==> config.mk <==
export PLATFORM = sky130hd
export DESIGN_NAME = branch_subsys
export DESIGN_NICKNAME = d
export VERILOG_FILES = /design/src/design/la_isa_pkg.sv /design/src/design/bru_pkg.sv /design/src/design/bru_req_if.sv /design/src/design/branch.sv /design/src/design/branch_issue.sv /design/src/design/branch_queue.sv /design/src/design/branch_retire.sv /design/src/design/branch_subsys.sv
export SDC_FILE = /design/constraint.sdc
export NUM_CORES = 1
export LEC_CHECK = 0
export BUFFER_PORTS_ARGS = -buffer_cell sky130_fd_sc_hd__buf_2
export CORE_AREA = 2 2 251 253
export CTS_CLUSTER_DIAMETER = 50
export DETAILED_ROUTE_END_ITERATION = 8
export DIE_AREA = 0 0 253 255
export HOLD_SLACK_MARGIN = 0.1
export MAX_ROUTING_LAYER = met4
export PLACE_DENSITY = 0.67
export SETUP_SLACK_MARGIN = 0.02
export SLEW_MARGIN = 20
export SYNTH_ARGS = -nofsm -noshare
export SYNTH_HDL_FRONTEND = slang
export SYNTH_SLANG_ARGS = --single-unit
export TNS_END_PERCENT = 20
==> constraint.sdc <==
create_clock -name clk -period 8.1 [get_ports clk]
set_clock_uncertainty 0.05 [all_clocks]
set_input_delay 0.81 -clock clk [delete_from_list [all_inputs] [get_ports clk]]
set_output_delay 0.81 -clock clk [all_outputs]
set_load 0.05 [all_outputs]
==> src/design/la_isa_pkg.sv <==
`default_nettype none

package la_isa_pkg;

   // general register and address width
   parameter int GRLEN = 32;

   // branch opcodes as decoded by the front end
   // codes 11 to 15 never reach the branch unit
   typedef enum logic [3:0] {
      // compare a with zero
      BRU_EQZ  = 4'd0,
      BRU_NEZ  = 4'd1,
      // compare a with b
      BRU_EQ   = 4'd2,
      BRU_NE   = 4'd3,
      // signed compare
      BRU_LT   = 4'd4,
      BRU_GE   = 4'd5,
      // unsigned compare
      BRU_LTU  = 4'd6,
      BRU_GEU  = 4'd7,
      // register indirect jump with link
      BRU_JIRL = 4'd8,
      // relative jumps, with and without link
      BRU_BL   = 4'd9,
      BRU_B    = 4'd10
   } bru_op_e;

endpackage

`default_nettype wire

==> src/design/bru_pkg.sv <==
`default_nettype none

package bru_pkg;

   import la_isa_pkg::*;

   // one branch as it waits for resolution
   typedef struct packed {
      bru_op_e          op;
      logic [GRLEN-1:0] a;
      logic [GRLEN-1:0] b;
      logic [GRLEN-1:0] pc;
      logic [GRLEN-1:0] offset;
   } bru_req_t;

   // resolved branch, the redirect payload
   typedef struct packed {
      logic [GRLEN-1:0] target;
      logic             taken;
      logic [GRLEN-1:0] link_pc;
      logic             link_wen;
   } bru_res_t;

   // default entries in the branch queue
   parameter int BRU_QDEPTH = 4;

endpackage

`default_nettype wire

==> src/design/bru_req_if.sv <==
`default_nettype none
`timescale 1ns/1ns

interface bru_req_if
   import la_isa_pkg::*;
   import bru_pkg::*;
#(
   parameter int W = GRLEN
) ();

   // request payload
   bru_req_t req;
   // write strobe from the issue stage
   logic     put;
   // head entry valid, a level
   logic     avail;
   // head entry consumed this cycle
   logic     take;

   // struct fields are sized by GRLEN
   if (W != GRLEN) begin : g_width_chk
      $error("bru_req_if: W (%0d) differs from GRLEN (%0d)", W, GRLEN);
   end

   // producer side
   modport src (output req, output put);
   // queue write side
   modport dst (input req, input put);
   // consumer side
   modport rd (input req, input avail, output take);
   // queue read side
   modport rs (output req, output avail, input take);

endinterface

`default_nettype wire

==> src/design/branch.sv <==
`default_nettype none
`timescale 1ns/1ns

module branch
   import la_isa_pkg::*;
   import bru_pkg::*;
#(
   parameter int W = GRLEN
) (
   input  bru_op_e      op,
   input  logic [W-1:0] a,
   input  logic [W-1:0] b,
   input  logic [W-1:0] pc,
   input  logic [W-1:0] offset,
   output bru_res_t     res
);

   // opcode decode
   logic op_eqz;
   logic op_nez;
   logic op_eq;
   logic op_ne;
   logic op_lt;
   logic op_ge;
   logic op_ltu;
   logic op_geu;
   logic op_jirl;
   logic op_bl;

   // condition needs
   logic need_ltx;
   logic need_gex;
   logic cmp_unsigned;

   // compare results
   logic lt_u;
   logic lt_s;
   logic cond_lt;
   logic cond_eq;
   logic cond_eqz;
   logic take;

   logic [W-1:0] target_next;
   logic [W-1:0] target_true;
   logic [W-1:0] target_jr;

   assign op_eqz  = (op == BRU_EQZ);
   assign op_nez  = (op == BRU_NEZ);
   assign op_eq   = (op == BRU_EQ);
   assign op_ne   = (op == BRU_NE);
   assign op_lt   = (op == BRU_LT);
   assign op_ge   = (op == BRU_GE);
   assign op_ltu  = (op == BRU_LTU);
   assign op_geu  = (op == BRU_GEU);
   assign op_jirl = (op == BRU_JIRL);
   assign op_bl   = (op == BRU_BL);

   // ge is the inverse of lt
   assign need_ltx     = op_lt || op_ltu;
   assign need_gex     = op_ge || op_geu;
   assign cmp_unsigned = op_ltu || op_geu;

   assign lt_u     = (a < b);
   // sign bit decides when the signs differ
   assign lt_s     = (a[W-1] && !b[W-1]) || (lt_u && (a[W-1] == b[W-1]));
   assign cond_lt  = cmp_unsigned ? lt_u : lt_s;
   assign cond_eq  = (a == b);
   assign cond_eqz = (a == '0);

   // jumps need no condition, so they always take
   assign take = (!op_eqz   || cond_eqz)
              && (!op_nez   || !cond_eqz)
              && (!op_eq    || cond_eq)
              && (!op_ne    || !cond_eq)
              && (!need_ltx || cond_lt)
              && (!need_gex || !cond_lt);

   // sequential pc, word aligned
   assign target_next = {pc[W-1:2] + (W-2)'(1), 2'b00};
   // pc relative target
   assign target_true = {pc[W-1:2], 2'b00} + offset;
   // register indirect target
   assign target_jr   = a + offset;

   always_comb begin
      res.target   = op_jirl ? target_jr : (take ? target_true : target_next);
      res.taken    = take;
      // link is the return address in every case
      res.link_pc  = target_next;
      res.link_wen = op_jirl || op_bl;
   end

endmodule

`default_nettype wire

==> src/design/branch_issue.sv <==
`default_nettype none
`timescale 1ns/1ns

module branch_issue
   import la_isa_pkg::*;
   import bru_pkg::*;
#(
   parameter int W = GRLEN
) (
   input  logic         clk,
   input  logic         rst,
   input  logic         issue_valid,
   input  logic [3:0]   issue_op,
   input  logic [W-1:0] issue_a,
   input  logic [W-1:0] issue_b,
   input  logic [W-1:0] issue_pc,
   input  logic [W-1:0] issue_offset,
   input  logic         q_full,
   output logic         issue_busy,
   output logic         issue_illegal,
   bru_req_if.src       out
);

   bru_op_e  op_in;
   logic     op_legal;
   logic     accept;
   bru_req_t req_q;
   logic     put_q;
   logic     illegal_q;

   // raw code seen as an opcode
   assign op_in    = bru_op_e'(issue_op);
   // anything past BRU_B is undefined
   assign op_legal = op_in inside {BRU_EQZ, BRU_NEZ, BRU_EQ, BRU_NE, BRU_LT, BRU_GE,
                                   BRU_LTU, BRU_GEU, BRU_JIRL, BRU_BL, BRU_B};

   // queue near full holds off the front end
   assign issue_busy = q_full;
   assign accept     = issue_valid && !issue_busy;

   // strobes, one cycle after the sample
   always_ff @(posedge clk) begin
      if (rst) begin
         put_q     <= 1'b0;
         illegal_q <= 1'b0;
      end else begin
         put_q     <= accept && op_legal;
         illegal_q <= accept && !op_legal;
      end
   end

   // operand latch
   always_ff @(posedge clk) begin
      if (accept && op_legal) begin
         req_q <= '{op: op_in, a: issue_a, b: issue_b, pc: issue_pc, offset: issue_offset};
      end
   end

   assign out.req       = req_q;
   assign out.put       = put_q;
   assign issue_illegal = illegal_q;

   // front end must wait out busy
   a_no_issue_busy: assert property (@(posedge clk) disable iff (rst)
      issue_busy |-> !issue_valid)
      else $error("branch_issue: issue_valid while issue_busy");

endmodule

`default_nettype wire

==> src/design/branch_queue.sv <==
`default_nettype none
`timescale 1ns/1ns

module branch_queue
   import la_isa_pkg::*;
   import bru_pkg::*;
#(
   parameter int W     = GRLEN,
   parameter int DEPTH = BRU_QDEPTH
) (
   input  logic   clk,
   input  logic   rst,
   bru_req_if.dst wr,
   bru_req_if.rs  rd,
   output logic   q_full
);

   localparam int PTR_W = (DEPTH > 1) ? $clog2(DEPTH) : 1;
   localparam int CNT_W = $clog2(DEPTH + 1);

   bru_req_t         mem [DEPTH];
   logic [PTR_W-1:0] wr_ptr;
   logic [PTR_W-1:0] rd_ptr;
   logic [CNT_W-1:0] count;

   // wrap at DEPTH, not only at a power of two
   function automatic logic [PTR_W-1:0] ptr_next(input logic [PTR_W-1:0] p);
      return (p == PTR_W'(DEPTH - 1)) ? '0 : p + 1'b1;
   endfunction

   // pointers and occupancy
   always_ff @(posedge clk) begin
      if (rst) begin
         wr_ptr <= '0;
         rd_ptr <= '0;
         count  <= '0;
      end else begin
         if (wr.put) begin
            wr_ptr <= ptr_next(wr_ptr);
         end
         if (rd.take) begin
            rd_ptr <= ptr_next(rd_ptr);
         end
         // put and take together leave count alone
         case ({wr.put, rd.take})
            2'b10:   count <= count + 1'b1;
            2'b01:   count <= count - 1'b1;
            default: count <= count;
         endcase
      end
   end

   // storage
   always_ff @(posedge clk) begin
      if (wr.put) begin
         mem[wr_ptr] <= wr.req;
      end
   end

   // head read straight from the array
   assign rd.req   = mem[rd_ptr];
   assign rd.avail = (count != '0);
   // one slot kept for the entry in the issue register
   assign q_full   = (count >= CNT_W'(DEPTH - 1));

   // issue throttle must prevent overflow
   a_no_overflow: assert property (@(posedge clk) disable iff (rst)
      wr.put |-> (count != CNT_W'(DEPTH) || rd.take))
      else $error("branch_queue: put at full occupancy");

   // consumer only takes a valid head
   a_no_underflow: assert property (@(posedge clk) disable iff (rst)
      rd.take |-> (count != '0))
      else $error("branch_queue: take while empty");

endmodule

`default_nettype wire

==> src/design/branch_retire.sv <==
`default_nettype none
`timescale 1ns/1ns

module branch_retire
   import la_isa_pkg::*;
   import bru_pkg::*;
#(
   parameter int W = GRLEN
) (
   input  logic         clk,
   input  logic         rst,
   input  logic         redirect_stall,
   bru_req_if.rd        in,
   output logic         redirect_valid,
   output logic [W-1:0] redirect_target,
   output logic         redirect_taken,
   output logic [W-1:0] link_pc,
   output logic         link_wen
);

   bru_res_t res_c;
   bru_res_t res_q;
   logic     take;
   logic     valid_q;

   // pop the head unless the front end stalls
   assign take    = in.avail && !redirect_stall;
   assign in.take = take;

   // head request resolved this cycle
   branch #(
      .W (W)
   ) u_branch (
      .op     (in.req.op),
      .a      (in.req.a),
      .b      (in.req.b),
      .pc     (in.req.pc),
      .offset (in.req.offset),
      .res    (res_c)
   );

   always_ff @(posedge clk) begin
      if (rst) begin
         valid_q <= 1'b0;
      end else begin
         valid_q <= take;
      end
   end

   // redirect payload
   always_ff @(posedge clk) begin
      if (take) begin
         res_q <= res_c;
      end
   end

   assign redirect_valid  = valid_q;
   assign redirect_target = res_q.target;
   // flags only count with a valid redirect
   assign redirect_taken  = res_q.taken && valid_q;
   assign link_pc         = res_q.link_pc;
   assign link_wen        = res_q.link_wen && valid_q;

   // issue filters illegal codes, so none may reach the head
   a_legal_head: assert property (@(posedge clk) disable iff (rst)
      take |-> (in.req.op inside {BRU_EQZ, BRU_NEZ, BRU_EQ, BRU_NE, BRU_LT, BRU_GE,
                                  BRU_LTU, BRU_GEU, BRU_JIRL, BRU_BL, BRU_B}))
      else $error("branch_retire: illegal opcode taken from the queue head");

endmodule

`default_nettype wire

==> src/design/branch_subsys.sv <==
`default_nettype none
`timescale 1ns/1ns

module branch_subsys
   import la_isa_pkg::*;
   import bru_pkg::*;
#(
   parameter int W     = GRLEN,
   parameter int DEPTH = BRU_QDEPTH
) (
   input  logic         clk,
   input  logic         rst,
   input  logic         issue_valid,
   input  logic [3:0]   issue_op,
   input  logic [W-1:0] issue_a,
   input  logic [W-1:0] issue_b,
   input  logic [W-1:0] issue_pc,
   input  logic [W-1:0] issue_offset,
   input  logic         redirect_stall,
   output logic         issue_busy,
   output logic         issue_illegal,
   output logic         redirect_valid,
   output logic [W-1:0] redirect_target,
   output logic         redirect_taken,
   output logic [W-1:0] link_pc,
   output logic         link_wen
);

   // issue register to queue
   bru_req_if #(.W(W)) issue_q ();
   // queue head to retire
   bru_req_if #(.W(W)) queue_r ();

   // occupancy level back to issue
   logic q_full;

   branch_issue #(
      .W (W)
   ) u_issue (
      .clk           (clk),
      .rst           (rst),
      .issue_valid   (issue_valid),
      .issue_op      (issue_op),
      .issue_a       (issue_a),
      .issue_b       (issue_b),
      .issue_pc      (issue_pc),
      .issue_offset  (issue_offset),
      .q_full        (q_full),
      .issue_busy    (issue_busy),
      .issue_illegal (issue_illegal),
      .out           (issue_q.src)
   );

   branch_queue #(
      .W     (W),
      .DEPTH (DEPTH)
   ) u_queue (
      .clk    (clk),
      .rst    (rst),
      .wr     (issue_q.dst),
      .rd     (queue_r.rs),
      .q_full (q_full)
   );

   branch_retire #(
      .W (W)
   ) u_retire (
      .clk             (clk),
      .rst             (rst),
      .redirect_stall  (redirect_stall),
      .in              (queue_r.rd),
      .redirect_valid  (redirect_valid),
      .redirect_target (redirect_target),
      .redirect_taken  (redirect_taken),
      .link_pc         (link_pc),
      .link_wen        (link_wen)
   );

endmodule

`default_nettype wire

==> reports/metrics.yaml, run 1 <==
clocking:
  cts_tree: "done"
  cts_root_buffer: "clkbuf_16"
  numCtsBuffers: 84
  h-tree-depth: 3
  clk_latency_ns: 0.64
  cts_buffer_depth: 3
  cts_hold_buf: 0
  cts_repair_resize_count: 0
  clock-sinks: 726
  post-cts-setup-buffers: 0
  clk_pin_slew_ns: 0.06
layout:
  nNetsFinal: 2154
  fill_cells: 4739
  antennaDiodeCount: 0
  drive_above_1_share: 0.252
  final_cells: 2780
  syn_to_final_growth_pct: 13.6
timing:
  rsz0062_at_grt: "false"
  period_share: 0.687
  period_minus_slack_ns: 5.57
  slew_violations: 0
  maxSlewHeadroom: 0.283
  final-setup-viol-count: 0
  max_clock_freq_mhz: 180
  max_slew.worst_pin.slew_ns: 1.08
  tns_ns: 0
  hold_viol: 0
synth:
  ys_dominant_reg_cell: "edfxtp_1"
  synth-seq-area-share: 0.707
  synth_largest_area_cell: "edfxtp_1"
  postSynthAreaPerCell_um2: 17.9
  ys_ff_latch: 726
  synth_commonest_cells: "edfxtp_1 (714), mux4_2 (129), ha_1 (99), a21oi_1 (69), buf_4 (69)"
  yosys-top-cells-area: "edfxtp_1 (70%), mux4_2 (9.5%), ha_1 (4.0%)"
  yosysWarnings: 0
  syn_area_mm2: 0.0306
  synth_top_family_by_area: "multiplexers"
  synth-xor-area-share: 0.0240
  synth_compound_area_frac: 0.0538
  netlist.area_leader.share: 0.700
  synth_most_common_cell: "edfxtp_1"
  synth-edff-count: 714
  ys_async_sr_fraction: 0
  synth_adder_area_share: 0.0424
  yosys.area_share.simple: 0.0426
  ys_types: 75
  syn_inst: 1711
  synthMuxAreaShare: 0.0970
global_routing:
  antenna_found_initial: 1
  grt_pass1_vias: 16000
  grt_max_degree: 70
  grt_pass1_wl_um: 101000
  grt_overflow: 0
  grt_usage: 0.220
pwr:
  switching_power_w: 0.00393
  total_leakage_power_nw: 12.0
  switching_share: 0.330
  p_per_area_mw_per_mm2: 343
  finalPower_w: 0.0119
  p_int_w: 0.00801
  seqPwrFrac: 0.397
  max-vdd-ir-drop_v: 0.000188
  combPwrFrac: 0.297
  clkPwrFrac: 0.306
worst_setup_path:
  crit_arrival_ns: 5.91
  cp-endpoint: "u_retire.redirect_target[29]"
  path_class: "reg2reg"
  required_ns: 8.44
  rrSetupSlack_ns: 2.53
  r2r_end: "u_retire.redirect_target[29]"
  cp-start-kind: "register"
  end_kind: "register"
  cp_max_fo: 35
  rr_worst_depth: 12
place:
  hpwlAfterDp_um: 46200
  place_congestion: 0.877
  placed_cells: 2629
  port_buffers: 200
die:
  dieArea_mm2: 0.0645
  ioPinCount: 205
  die_w_um: 253
  die_y_um: 255
  core_area_mm2: 0.0622
  row_count: 92
  initial_utilization: 0.493
route:
  drt-initial-drc-count: 1277
  first_pass_iters: 5
  vias: 16100
  routed_wl_um: 68200
  viasPerCell: 5.79
  ant_nets: 0
  avgRoutedWirePerCell_um: 24.5
  post-route-drc-count: 0
hold_path:
  hold_path.class: "in2reg"
run:
  cap_violations: 0
outcome:
  outcome: "finished clean"
-- cell usage in the layout (no fill, tap or decap), drive strengths merged, types with 6 or more instances in the layout --
cell type	n
buf	223
nor2b	12
xnor2	52
o21ai	40
nor4	12
edfxtp	714
nand3	32
nand4	16
and3	13
nor3	20
dfxtp	12
a221o	15
a21o	32
o21a	6
inv	78
o211ai	10
a31oi	10
and2	11
a21oi	70
nor2	59
a211oi	7
o31ai	7
nand2	53
clkinv	26
xor2	30
clkbuf	104
ha	99
nand2b	8
mux4	130
-- power by group through the flow --
stage	Clock [W]	Sequential (W)	Combinational, W
2_1_floorplan	0	0.00472	0.00279
4_1_cts	0.00372	0.00475	0.00353
3_3_place_gp	0	0.00481	0.00347
3_5_place_dp	0	0.00483	0.00352
6_report	0.00365	0.00474	0.00355
5_1_grt	0.00388	0.00478	0.00383
-- final cells by class --
type                    count  area (um2)  area share
clock inverters            47         510      0.0147
flip-flops and latches    726       21700       0.623
inverters                  65         244     0.00701
repair buffers            223        1190      0.0341
clock buffers             104        2200      0.0631
multi-input cells         816        7990       0.230
well taps                 799        1000      0.0287
-- per-stage QoR --
stage	hold WS (ns)	setup slack (ns)	area, um2	utilization
floorplan	0.409	1.01	30700	-
global placement	0.416	2.55	32100	0.517
detailed placement	0.432	2.53	32100	0.517
CTS	0.254	2.51	34800	0.560
global route	0.261	2.11	34800	0.560
finish	0.289	2.53	34800	0.560
-- worst min-delay path by stage --
stage                                    start                   end  depth (start not counted)
after global routing                issue_a[9]  u_issue.out.req[105]                          1
final                              issue_a[12]  u_issue.out.req[108]                          1
after CTS                          issue_a[12]  u_issue.out.req[108]                          1
after global placement    u_issue.out.req[117]   u_queue.mem[2][117]                          0
after floorplan             u_issue.out.req[0]     u_queue.mem[0][0]                          0
after detailed placement   u_issue.out.req[78]    u_queue.mem[2][78]                          0
-- cell families (layout without fill, tap and decap cells) --
group,after synthesis,count (layout)
buffers and inverters,170,439
adders and majority gates,102,102
muxes,134,134
and+or+nand+nor,254,254
other,1,2
DFF,726,726
AOI/OAI and AO/OA,242,242
xor gates and xnor gates,82,82
-- registers in the layout, indices dropped and copies added (netlist names), 2 cells and up, named ones only --
signal,count
u_queue.mem,520
u_issue.out.req,130
u_retire.redirect_target,32
u_retire.link_pc,30
u_queue.count,3
u_queue.rd_ptr,2
u_queue.wr_ptr,2
u_retire.res_q,2
-- per-layer routing --
metal	share of wire	wire length, um	global-route usage	up-vias
li1	-	-	-	7237
met2	0.49	33200	0.349	514
met3	0.060	4110	0.0410	97
met4	0.020	1350	0.0571	0
met1	0.43	29500	0.297	8248
met5	0	0	-	-
-- critical path, stage by stage, from the launching register on --
cell	delay, ns
dfxtp_4	0.82
buf_4	0.48
mux4_2	0.67
ha_1	0.34
a211oi_1	0.35
o211ai_1	0.19
a41oi_1	0.56
o21ai_0	0.37
a21oi_1	0.48
o31ai_1	0.19
a2111oi_0	0.43
o21ai_0	0.18
o221a_1	0.14
Power figures use the tool's default switching activity.
==> inputs of run 2 (changes only) <==
--- a/config.mk
+++ b/config.mk
@@ -5,11 +5,12 @@
 export SDC_FILE = /design/constraint.sdc
 export NUM_CORES = 1
 export LEC_CHECK = 0
+export ABC_AREA = 1
 export BUFFER_PORTS_ARGS = -buffer_cell sky130_fd_sc_hd__buf_2
-export CORE_AREA = 2 2 251 253
+export CORE_AREA = 2 2 261 263
 export CTS_CLUSTER_DIAMETER = 50
 export DETAILED_ROUTE_END_ITERATION = 8
-export DIE_AREA = 0 0 253 255
+export DIE_AREA = 0 0 263 265
 export HOLD_SLACK_MARGIN = 0.1
 export MAX_ROUTING_LAYER = met4
 export PLACE_DENSITY = 0.67
==> constraint.sdc (replaced) <==
create_clock -name clk -period 5.34 [get_ports clk]
set_clock_uncertainty 0.05 [all_clocks]
set_input_delay 0.534 -clock clk [delete_from_list [all_inputs] [get_ports clk]]
set_output_delay 0.534 -clock clk [all_outputs]
set_load 0.05 [all_outputs]
==> reports/metrics.yaml, run 2 <==
outcome:
  outcome: "finished clean"
timing:
  slew_violations: 0  # unchanged
  maxSlewHeadroom: 0.304  # +0.0210
  max_slew.worst_pin.slew_ns: 1.04  # -0.0315 ns
  hold_viol: 0  # unchanged
  tns_ns: 0  # unchanged
  period_share: 0.833  # +0.146
  period_minus_slack_ns: 4.45  # -1.12 ns
  rsz0062_at_grt: "false"
  final-setup-viol-count: 0  # unchanged
  max_clock_freq_mhz: 225  # +25%
worst_setup_path:
  end_kind: "register"
  cp-start-kind: "register"
  path_class: "reg2reg"
  cp_max_fo: 50  # +43%
  crit_arrival_ns: 4.74  # -1.17 ns
  required_ns: 5.63  # -2.81 ns
layout:
  top_register: "u_queue.mem"
  final_cells: 4188  # +51%
  nNetsFinal: 3488  # +62%
  syn_to_final_growth_pct: 16.4
  drive_above_1_share: 0.130  # -0.122
  fill_cells: 5462  # +15%
  multiInputGateArea_mm2: 0.00945  # +18%
  post-route-util: 0.577  # +0.0167
  final_common_cell: "nand2_1"
  largest_register_ffs: 520  # unchanged
  fin_area_mm2: 0.0385  # +11%
  seq_area_mm2: 0.0217  # about the same
  layout_common_cells: "nand2_1 (741), edfxtp_1 (714), nor2_1 (217)"
die:
  row_count: 95  # +3.3%
  dieArea_mm2: 0.0697  # +8.0%
  initial_utilization: 0.496  # +0.00247
  die_y_um: 265  # +3.9%
  ioPinCount: 205  # unchanged
  core_area_mm2: 0.0668  # +7.5%
  die_w_um: 263  # +4.0%
synth:
  netlist.area_leader.share: 0.648  # -0.0519
  yosysWarnings: 0  # unchanged
  synth-edff-count: 714  # unchanged
  yosys-top-cells-area: "edfxtp_1 (65%), nand2_1 (8.4%), ha_1 (3.7%)"
  ys_types: 56  # -25%
  ys_ff_latch: 726  # unchanged
  ys_async_sr_fraction: 0  # unchanged
  synth_most_common_cell: "nand2_1"
  postSynthAreaPerCell_um2: 11.2  # -38%
  syn_inst: 2957  # +73%
  synth-seq-area-share: 0.655  # -0.0524
  synth_largest_area_cell: "edfxtp_1"
  syn_area_mm2: 0.0331  # +8.0%
  ys_dominant_reg_cell: "edfxtp_1"
  synth_commonest_cells: "nand2_1 (741), edfxtp_1 (714), inv_1 (220), nor2_1 (218), nand3_1 (189)"
clocking:
  clk_latency_ns: 0.64  # about the same
  clock-sinks: 726  # unchanged
  h-tree-depth: 3  # unchanged
  cts_repair_resize_count: 0  # unchanged
  cts_buffer_depth: 3  # unchanged
  numCtsBuffers: 79  # -6.0%
  clk_pin_slew_ns: 0.06  # about the same
  cts_root_buffer: "clkbuf_16"
  cts_tree: "done"
hold_path:
  hold_path.class: "in2reg"
route:
  post-route-drc-count: 0  # unchanged
  ant_nets: 0  # unchanged
  routed_wl_um: 90900  # +33%
  first_pass_iters: 7  # +2
  drt-initial-drc-count: 2171  # +70%
  avgRoutedWirePerCell_um: 21.7  # -11%
  viasPerCell: 5.52  # -4.7%
  vias: 23100  # +44%
global_routing:
  grt_max_degree: 131  # +87%
  antenna_found_initial: 5  # +4
  grt_pass1_wl_um: 136000  # +35%
  grt_usage: 0.268  # +0.0474
  grt_pass1_vias: 22600  # +41%
  grt_overflow: 0  # unchanged
run:
  cap_violations: 0  # unchanged
place:
  port_buffers: 200  # unchanged
  hpwlAfterDp_um: 61700  # +34%
  placed_cells: 3911  # +49%
  place_area_mm2: 0.0346  # +7.8%
  place_congestion: 0.964  # +9.9%
pwr:
  total_leakage_power_nw: 15.1  # +26%
  max-vdd-ir-drop_v: 0.000358  # +90%
  p_per_area_mw_per_mm2: 658  # +92%
[run 2: logic make-up after synthesis]
kind of cell / Yosys count / share of synthesized area
compound gates: 406 / 0.0727
fa+ha+maj: 102 / 0.0392
xor+xnor: 43 / 0.0116
flops: 726 / 0.655
buf+inv: 410 / 0.0601
other cells: 1 / 0.000113
simple gates: 1269 / 0.161
[run 2: area by class of cell]
type	instances	share of cell area
sequential	726	0.563
multi-input combinational	1822	0.245
timing repair buffer	379	0.0723
clock buffer	95	0.0537
tap	873	0.0283
inverter	242	0.0240
clock inverter	50	0.0135
antenna	1	0.0000649
[run 2: where the power goes]
| part | leakage, nW | internal [W] | switching [W] |
|---|---|---|---|
| logic | 7.19 | 0.00371 | 0.00876 |
| registers | 6.63 | 0.00724 | 0.000308 |
| clock network | 1.25 | 0.00307 | 0.00227 |
| total | 15.1 | 0.0140 | 0.0113 |
[run 2: repair_timing]
| action | in CTS | in global routing |
|---|---|---|
| endpoints found under the setup margin | 0 | 0 |
| hold endpoints to repair | 132 | 0 |
| setup buffers | 0 | 0 |
| hold buffers | 131 | 0 |
[run 2: per-stage QoR]
stage	power, W	setup WS [ns]	hold WS (ns)
2_1_floorplan	0.0162	0.492	0.406
3_3_place_gp	0.0197	1.01	0.413
3_5_place_dp	0.0199	0.941	0.429
4_1_cts	0.0253	0.945	0.139
5_1_grt	0.0269	0.523	0.189
6_report	0.0254	0.890	0.172
[run 2: final timing paths]
kind / startpoint / endpoint / slack [ns] / cells past startpoint
worst max-delay path: register / u_retire.redirect_target[16] / 0.89 / 19
worst min register to register: u_issue.out.req[17] / u_queue.mem[3][17] / 0.42 / 0
worst min-delay path: issue_valid / u_issue.out.put / 0.17 / 3
worst max register to register: register / u_retire.redirect_target[16] / 0.89 / 19
[run 2: critical path, cell delays in order (launching register included)]
cell and delay (ns):
dfxtp_4 0.36, buf_4 0.47, buf_4 0.55, nand2_1 0.09, nand3_1 0.10, nand2_1 0.12, inv_1 0.22, ha_1 0.18
nand2_1 0.04, nor2_1 0.13, nand4_1 0.15, nor4_1 0.37, nand2_1 0.18, nand2_1 0.11, nand3_2 0.09, nor2_4 0.10
buf_4 0.38, nand4_1 0.14, nand3_1 0.15, nand2_1 0.13
[run 2: per-layer routing]
layer,global-route usage,vias up,part of all wire
met1,0.355,11300,0.42
met4,0.0828,0,0.028
met5,-,-,0
met2,0.434,834,0.49
li1,-,10900,-
met3,0.0346,153,0.062
